[src/hw/l2_pkg.sv]
// Shared geometry and types for the 8-way set-associative L2 cache.
// Every cache module and interface imports this package with a wildcard
// import in its header.

`default_nettype none

package l2_pkg;

  // ====================
  // Geometry
  // ====================
  localparam int ADDR_W      = 32;
  localparam int LINE_W      = 128;
  localparam int NUM_WAY     = 8;
  localparam int CACHE_BYTES = 4096;
  localparam int NUM_SET     = CACHE_BYTES / (LINE_W / 8) / NUM_WAY;
  localparam int IDX_W       = $clog2(NUM_SET);
  localparam int OFFSET_W    = $clog2(LINE_W / 8);
  localparam int TAG_W       = ADDR_W - IDX_W - OFFSET_W;
  localparam int ID_W        = 4;

  // Depth of the pseudo-LRU tree
  localparam int PLRU_LVL    = $clog2(NUM_WAY);

  // ====================
  // Types
  // ====================
  typedef logic [LINE_W-1:0] line_t;

  typedef struct packed {
    logic             valid;
    logic [TAG_W-1:0] tag;
  } tag_entry_t;

  // One-hot way select or per-way mask
  typedef logic [NUM_WAY-1:0] way_vec_t;

  // Heap-ordered tree bits of one set with the root at bit 0
  typedef logic [NUM_WAY-2:0] plru_t;

endpackage

`default_nettype wire

[src/hw/l2_miss_if.sv]
// Miss hand-off between the lookup stage and the miss stage.
// The lookup stage strobes miss_valid once per miss with the victim
// details; the miss stage strobes fill_valid with the refilled line.

`timescale 1ns/1ps
`default_nettype none

interface l2_miss_if
  import l2_pkg::*;
();

  logic              miss_valid;
  logic [ADDR_W-1:0] miss_addr;
  logic              wb_needed;
  logic [ADDR_W-1:0] wb_addr;
  line_t             wb_data;

  logic              fill_valid;
  line_t             fill_data;

  modport lookup (
    output miss_valid, miss_addr, wb_needed, wb_addr, wb_data,
    input  fill_valid, fill_data
  );

  modport miss (
    input  miss_valid, miss_addr, wb_needed, wb_addr, wb_data,
    output fill_valid, fill_data
  );

endinterface

`default_nettype wire

[src/hw/l2_miss_stage.sv]
// Miss stage of the L2 cache.
// Takes one miss at a time from the lookup stage, writes back the dirty
// victim first when needed, then reads the line-aligned address from
// memory and returns it on fill_valid.

`timescale 1ns/1ps
`default_nettype none

module l2_miss_stage
  import l2_pkg::*;
(
  input  logic              clk_i,
  input  logic              rst_ni,
  l2_miss_if.miss           miss,
  output logic              mem_req_valid_o,
  output logic              mem_req_write_o,
  output logic [ADDR_W-1:0] mem_req_addr_o,
  output line_t             mem_req_data_o,
  input  logic              mem_req_ready_i,
  input  logic              mem_res_valid_i,
  input  line_t             mem_res_data_i
);

  typedef enum logic [2:0] {
    M_IDLE,
    M_WB_REQ,
    M_WB_WAIT,
    M_RF_REQ,
    M_RF_WAIT
  } state_e;

  state_e            state_q;
  state_e            state_d;
  logic [ADDR_W-1:0] line_addr_q;
  logic [ADDR_W-1:0] wb_addr_q;
  line_t             wb_data_q;
  logic              take_miss;

  assign take_miss = (state_q == M_IDLE) && miss.miss_valid;

  always_comb begin
    state_d = state_q;
    case (state_q)
      M_IDLE:    if (miss.miss_valid) state_d = miss.wb_needed ? M_WB_REQ : M_RF_REQ;
      M_WB_REQ:  if (mem_req_ready_i) state_d = M_WB_WAIT;
      // Writeback response is only an acknowledge
      M_WB_WAIT: if (mem_res_valid_i) state_d = M_RF_REQ;
      M_RF_REQ:  if (mem_req_ready_i) state_d = M_RF_WAIT;
      M_RF_WAIT: if (mem_res_valid_i) state_d = M_IDLE;
      default:   state_d = M_IDLE;
    endcase
  end

  always_ff @(posedge clk_i) begin
    if (!rst_ni) begin
      state_q <= M_IDLE;
    end else begin
      state_q <= state_d;
    end
  end

  // Victim line and refill address are captured once per miss
  always_ff @(posedge clk_i) begin
    if (take_miss) begin
      line_addr_q <= miss.miss_addr;
      wb_addr_q   <= miss.wb_addr;
      wb_data_q   <= miss.wb_data;
    end
  end

  // ====================
  // Memory request
  // ====================
  assign mem_req_valid_o = (state_q == M_WB_REQ) || (state_q == M_RF_REQ);
  assign mem_req_write_o = state_q == M_WB_REQ;
  assign mem_req_addr_o  = (state_q == M_WB_REQ) ? wb_addr_q : line_addr_q;
  assign mem_req_data_o  = wb_data_q;

  assign miss.fill_valid = (state_q == M_RF_WAIT) && mem_res_valid_i;
  assign miss.fill_data  = mem_res_data_i;

endmodule

`default_nettype wire

[src/flat_wrapper.sv]
// flat-port wrapper written by rule: the top's interface ports become plain ports
module l2_miss_stage_flat import l2_pkg::*;
  (clk_i, rst_ni, mem_req_valid_o, mem_req_write_o, mem_req_addr_o, mem_req_data_o, mem_req_ready_i, mem_res_valid_i, mem_res_data_i, miss_miss_valid, miss_miss_addr, miss_wb_needed, miss_wb_addr, miss_wb_data, miss_fill_valid, miss_fill_data);
  l2_miss_if miss_i ();
  input  logic clk_i;
  input  logic rst_ni;
  output logic mem_req_valid_o;
  output logic mem_req_write_o;
  output logic [ADDR_W-1:0] mem_req_addr_o;
  output line_t mem_req_data_o;
  input  logic mem_req_ready_i;
  input  logic mem_res_valid_i;
  input  line_t mem_res_data_i;
  input wire logic [$bits(miss_i.miss_valid)-1:0] miss_miss_valid;
  input wire logic [$bits(miss_i.miss_addr)-1:0] miss_miss_addr;
  input wire logic [$bits(miss_i.wb_needed)-1:0] miss_wb_needed;
  input wire logic [$bits(miss_i.wb_addr)-1:0] miss_wb_addr;
  input wire logic [$bits(miss_i.wb_data)-1:0] miss_wb_data;
  output wire logic [$bits(miss_i.fill_valid)-1:0] miss_fill_valid;
  output wire logic [$bits(miss_i.fill_data)-1:0] miss_fill_data;
  assign miss_i.miss_valid = miss_miss_valid;
  assign miss_i.miss_addr = miss_miss_addr;
  assign miss_i.wb_needed = miss_wb_needed;
  assign miss_i.wb_addr = miss_wb_addr;
  assign miss_i.wb_data = miss_wb_data;
  assign miss_fill_valid = miss_i.fill_valid;
  assign miss_fill_data = miss_i.fill_data;
  l2_miss_stage u_core (.clk_i(clk_i), .rst_ni(rst_ni), .miss(miss_i), .mem_req_valid_o(mem_req_valid_o), .mem_req_write_o(mem_req_write_o), .mem_req_addr_o(mem_req_addr_o), .mem_req_data_o(mem_req_data_o), .mem_req_ready_i(mem_req_ready_i), .mem_res_valid_i(mem_res_valid_i), .mem_res_data_i(mem_res_data_i));
endmodule
[config.mk]
export PLATFORM = sky130hd
export DESIGN_NAME = l2_miss_stage_flat
export DESIGN_NICKNAME = d
export VERILOG_FILES = /design/src/hw/l2_pkg.sv /design/src/hw/l2_miss_if.sv /design/src/hw/l2_miss_stage.sv /design/src/flat_wrapper.sv
export SDC_FILE = /design/constraint.sdc
export NUM_CORES = 1
export LEC_CHECK = 0
export ABC_AREA = 1
export BUFFER_PORTS_ARGS = -buffer_cell sky130_fd_sc_hd__buf_2
export CORE_AREA = 2 2 237 239
export CTS_BUF_LIST = sky130_fd_sc_hd__clkbuf_16
export CTS_CLUSTER_SIZE = 10
export DETAILED_ROUTE_END_ITERATION = 12
export DIE_AREA = 0 0 239 241
export HOLD_SLACK_MARGIN = 0.1
export PLACE_DENSITY = 0.45
export SLEW_MARGIN = 30
export SYNTH_ARGS = -nofsm -noshare
export SYNTH_HDL_FRONTEND = slang
export SYNTH_SLANG_ARGS = --single-unit
[constraint.sdc]
create_clock -name clk_i -period 27.1 [get_ports clk_i]
set_input_delay 2.71 -clock clk_i [delete_from_list [all_inputs] [get_ports clk_i]]
set_output_delay 2.71 -clock clk_i [all_outputs]
set_load 0.1 [all_outputs]
; ---- Yosys cells after proc, flatten, opt, wreduce, memory -nomap -nowiden
; Cells that the tools add are included.
[op_classes]
eq_ne = 9
n_mux = 8
reduce_logical = 5
[ops]
columns = operator, n
row1 = 32-bit two-way mux, 1
row2 = 3-bit two-way mux, 5
row3 = 3-bit case mux with 5 select lines, 1
row4 = "2-bit != test, second input constant", 4
row5 = "3-bit by 2-bit == test with 1-bit output, second input constant", 2
row6 = 5-bit AND reduction, 1
row7 = "3-bit by 1-bit == test with 1-bit output, second input constant", 1
row8 = "3-bit == test, second input constant", 1
row9 = 3-bit logical NOT, 1
row10 = 1-bit logical AND, 2
row11 = 2-bit two-way mux, 1
row12 = "2-bit by 1-bit != test with 1-bit output, second input constant", 1
row13 = 1-bit logical OR, 1
[totals]
register_bits = 195
inputBits = 326
out_inout_bits = 291
wordCells = 26

; ---- Logic depth before layout (Yosys ltp)
[depth]
ltp_word = 3
mapped_depth = 7
depth_no_buf = 7

; ---- Least setup slack after synthesis
; OpenSTA, ideal clock, no wires.
[synth_timing]
path_kind = input to register
start = input port miss_miss_valid
end = register u_core.line_addr_q[0], enable pin
setup_time_ns = 1.213
t_arrival_ns = 20.718
required_time_ns = 25.887
setup_slack_ns = 5.169
stages = 2
path_buffers = 0
cell_sequence = inv_1 nor4_1
[synth_between]
elab_chain_cells = 1
[synth_lines]
columns = item, line_no
row1 = "start, declared", flat_wrapper.sv:14  ; input wire logic [$bits(miss_i.miss_valid)-1:0] miss_miss_valid;
row2 = 1-bit logical AND, l2_miss_stage.sv:39  ; assign take_miss = (state_q == M_IDLE) && miss.miss_valid;
row3 = named net u_core.take_miss, l2_miss_stage.sv:37  ; logic take_miss;
row4 = "end signal, assigned", l2_miss_stage.sv:65  ; line_addr_q <= miss.miss_addr;
row5 = "end, declared", l2_miss_stage.sv:34  ; logic [ADDR_W-1:0] line_addr_q;
; The timed path passes the listed nets, and every way through them passes these cells.
; A chain may end at the register's enable or synchronous reset.

; ---- Worst setup path after layout
[layout_timing]
start = input port mem_res_valid_i
end = output port miss_fill_valid
[layout_between]
elab_chain_cells = 1
[layout_lines]
columns = item, line_no
row1 = "start, declared", flat_wrapper.sv:12  ; input logic mem_res_valid_i;
row2 = 1-bit logical AND, l2_miss_stage.sv:79  ; assign miss.fill_valid = (state_q == M_RF_WAIT) && mem_res_valid_i;
row3 = "end, declared", flat_wrapper.sv:19  ; output wire logic [$bits(miss_i.fill_valid)-1:0] miss_fill_valid;
; No other way between the ends.

==> impl_metrics.sql <==
INSERT INTO impl_metrics (metric_group, metric, value, unit) VALUES
('power_and_ir_drop', 'p_per_area', '121', 'nW/µm²'),
('logic_synthesis', 'async_reset_ff_share', '0', '%'),
('critical_path', 'worst_setup_path_startpoint', 'mem_res_valid_i', ''),
('logic_synthesis', 'seq_area_frac_synth', '79.1', '%'),
('sta', 'setup_viol', '0', ''),
('clock_tree', 'root_buffer', 'sky130_fd_sc_hd__clkbuf_16', ''),
('logic_synthesis', 'syn-instance-count', '458', ''),
('drt', 'totalWireLength', '29400', 'µm'),
('logic_synthesis', 'ys_dominant_reg_cell', 'sky130_fd_sc_hd__edfxtp_1', ''),
('drt', 'detail-route-antenna-nets', '0', ''),
('die', 'start_util', '13.4', '%'),
('clock_tree', 'clock_latency_late_sink', '0.45', 'ns'),
('final_layout', 'fraction_of_layout_cells_with_a_size_suffix_above_1', '55.9', '%'),
('final_layout', 'final_cell_area', '9700', 'µm²'),
('clock_tree', 'clock_sinks', '195', ''),
('clock_tree', 'cts_buffer_depth', '2', ''),
('final_layout', 'final-instance-count-excl-fill', '1423', ''),
('logic_synthesis', 'netlist_area', '7360', 'µm²'),
('grt', 'via_count_of_the_first_global_routing_pass', '4759', ''),
('drt', 'drt_first_pass_iters', '4', ''),
('worst_hold_path', 'holdPathStages', '2', ''),
('critical_path', 'timing.reg2reg.setup_slack', '24.57', 'ns'),
('place', 'numPlacedInstances', '1390', ''),
('sta', 'final.min_clock_period', '6.28', 'ns'),
('clock_tree', 'clkTransAtPathRegs', '0.09', 'ns'),
('logic_synthesis', 'post-synth-top-count-cell', 'sky130_fd_sc_hd__edfxtp_1', ''),
('critical_path', 'crit-reg2reg-launch', 'u_core.state_q[2]', ''),
('logic_synthesis', 'synth_xor_xnor_area_share', '0', '%'),
('logic_synthesis', 'synth_top_family_by_area', 'buffers and inverters', ''),
('logic_synthesis', 'synthSimpleGateAreaFrac', '6.37', '%'),
('logic_synthesis', 'synth.area.top_cells', 'sky130_fd_sc_hd__edfxtp_1 78%, sky130_fd_sc_hd__buf_4 13%, sky130_fd_sc_hd__nand2_1 5.3%, sky130_fd_sc_hd__dfxtp_1 0.82%, sky130_fd_sc_hd__buf_6 0.46%', ''),
('final_layout', 'n_antenna_cell', '0', ''),
('die', 'io_pins', '617', ''),
('status', 'result_of_the_run', 'finished clean', ''),
('drt', 'dr.first_iter.drc_count', '196', ''),
('die', 'fp.coreArea', '54900', 'µm²'),
('clock_tree', 'post-cts-setup-buffer-count', '0', ''),
('logic_synthesis', 'synthDominantCellAreaShare', '78.3', '%'),
('place', 'placement.cell_area', '9070', 'µm²'),
('logic_synthesis', 'syn-mean-instance-area', '16.1', 'µm²'),
('logic_synthesis', 'synth-edff-count', '192', ''),
('critical_path', 'worst-setup-path-type', 'input port to primary output', ''),
('sta', 'postLayoutSetupSlackWorst', '20.82', 'ns'),
('die', 'dieArea', '57600', 'µm²'),
('place', 'gpl.final_weighted_congestion', '0.760', ''),
('clock_tree', 'cts_tree', 'done', ''),
('sta', 'final.period_utilization', '23.2', '%'),
('grt', 'grt_start_max_net_pins', '151', ''),
('logic_synthesis', 'yosys.cell_types.count', '18', ''),
('critical_path', 'setup.worst_path.end_class', 'primary output', ''),
('critical_path', 'worst_path_max_fanout', '3', ''),
('logic_synthesis', 'synth-adder-area-share', '0', '%'),
('final_layout', 'flow.area_growth_from_synthesis', '31.8', '%'),
('sta', 'clock_skew', '0.0183', 'ns'),
('grt', 'grt_pass1_wl', '36900', 'µm'),
('place', 'dp_wirelength', '23800', 'µm'),
('logic_synthesis', 'synth.mux.area_fraction', '0', '%'),
('grt', 'gr-usage-all-layers', '9.57', '%'),
('logic_synthesis', 'synth.largest_area_cell', 'sky130_fd_sc_hd__edfxtp_1', ''),
('sta', 'final-hold-violation-count', '0', ''),
('drt', 'route.vias.total', '4476', ''),
('grt', 'grt_antenna_before_repair', '8', ''),
('place', 'io_buffer_count', '360', ''),
('final_layout', 'final.fill_count', '6029', ''),
('critical_path', 'crit_arrival', '3.57', 'ns'),
('die', 'die-width', '239', 'µm'),
('critical_path', 'rr_endpoint', 'u_core.wb_addr_q[28]', ''),
('critical_path', 'worst_ep_required_time', '24.39', 'ns'),
('drt', 'vias_per_cell', '3.15', ''),
('clock_tree', 'tritoncts.num_buffers', '17', ''),
('logic_synthesis', 'synth_compound_area_share', '0.323', '%');
[placed cells by master, fill, tap and decap left out, drive strengths merged, types with 2 or more instances in the layout]
master,count
nand3,2
a21oi,4
nand2,106
nor2,5
buf,363
clkinv,2
clkinvlp,2
nand4,3
edfxtp,192
inv,18
clkbuf,17
dfxtp,3
[cell families after synthesis]
kind of cell | count (synthesis)
flops | 195
buf+inv | 142
simple gates | 117
compound gates | 4
[flip-flops by register name (all words and copies together) (netlist names)]
signal	count
u_core.state_q	3
u_core.wb_addr_q	32
u_core.mem_req_data_o	128
u_core.line_addr_q	32
[how the worst min path moves through the flow]
stage | start | slack, ns | endpoint
final | u_core.state_q[1] | 0.56 | u_core.state_q[1]
after detailed placement | u_core.state_q[1] | 0.54 | u_core.state_q[1]
after global routing | u_core.state_q[1] | 0.60 | u_core.state_q[1]
after CTS | u_core.state_q[1] | 0.56 | u_core.state_q[1]
after global placement | u_core.state_q[1] | 0.54 | u_core.state_q[1]
after floorplan | u_core.state_q[1] | 0.51 | u_core.state_q[1]
[critical path, stage by stage]
cell	delay (ns)
sky130_fd_sc_hd__buf_2	0.10
sky130_fd_sc_hd__inv_1	0.14
sky130_fd_sc_hd__nor2_1	0.16
sky130_fd_sc_hd__buf_2	0.45
[per-layer routing]
metal / GRT usage, % / part of all wire (%)
met1: 7.54 / 27
met2: 18.3 / 55
met3: 5.64 / 13
met4: 4.81 / 4.4
met5: 0.253 / 0.26
[final cells by class]
type / instances / area [µm²] / share of cell area (%)
Clock inverter: 15 / 178 / 1.83
Clock buffer: 17 / 425 / 4.39
Tap cell: 704 / 881 / 9.08
Timing Repair Buffer: 363 / 1860 / 19.1
Inverter: 8 / 32.5 / 0.335
Multi-Input combinational cell: 121 / 499 / 5.15
Sequential cell: 195 / 5830 / 60.1
[power breakdown]
part	switching, mW	internal (mW)	total [mW]	leakage, nW
Sequential	0.0135	0.395	0.409	1.84
Combinational	0.444	0.0552	0.499	1.82
Clock	0.134	0.134	0.268	0.291
Total	0.592	0.584	1.18	3.95
[per-stage QoR]
| stage | utilization (%) | power, mW | hold WS (ns) |
|---|---|---|---|
| 3_3_place_gp | 16.5 | 0.919 | 0.538 |
| 4_1_cts | 17.6 | 1.19 | 0.556 |
| 3_5_place_dp | 16.5 | 0.921 | 0.542 |
| 6_report | 17.7 | 1.18 | 0.563 |
| 5_1_grt | 17.7 | 1.22 | 0.599 |
| 2_1_floorplan | - | 0.946 | 0.505 |
No activity file was read; power rests on OpenSTA's default activity.
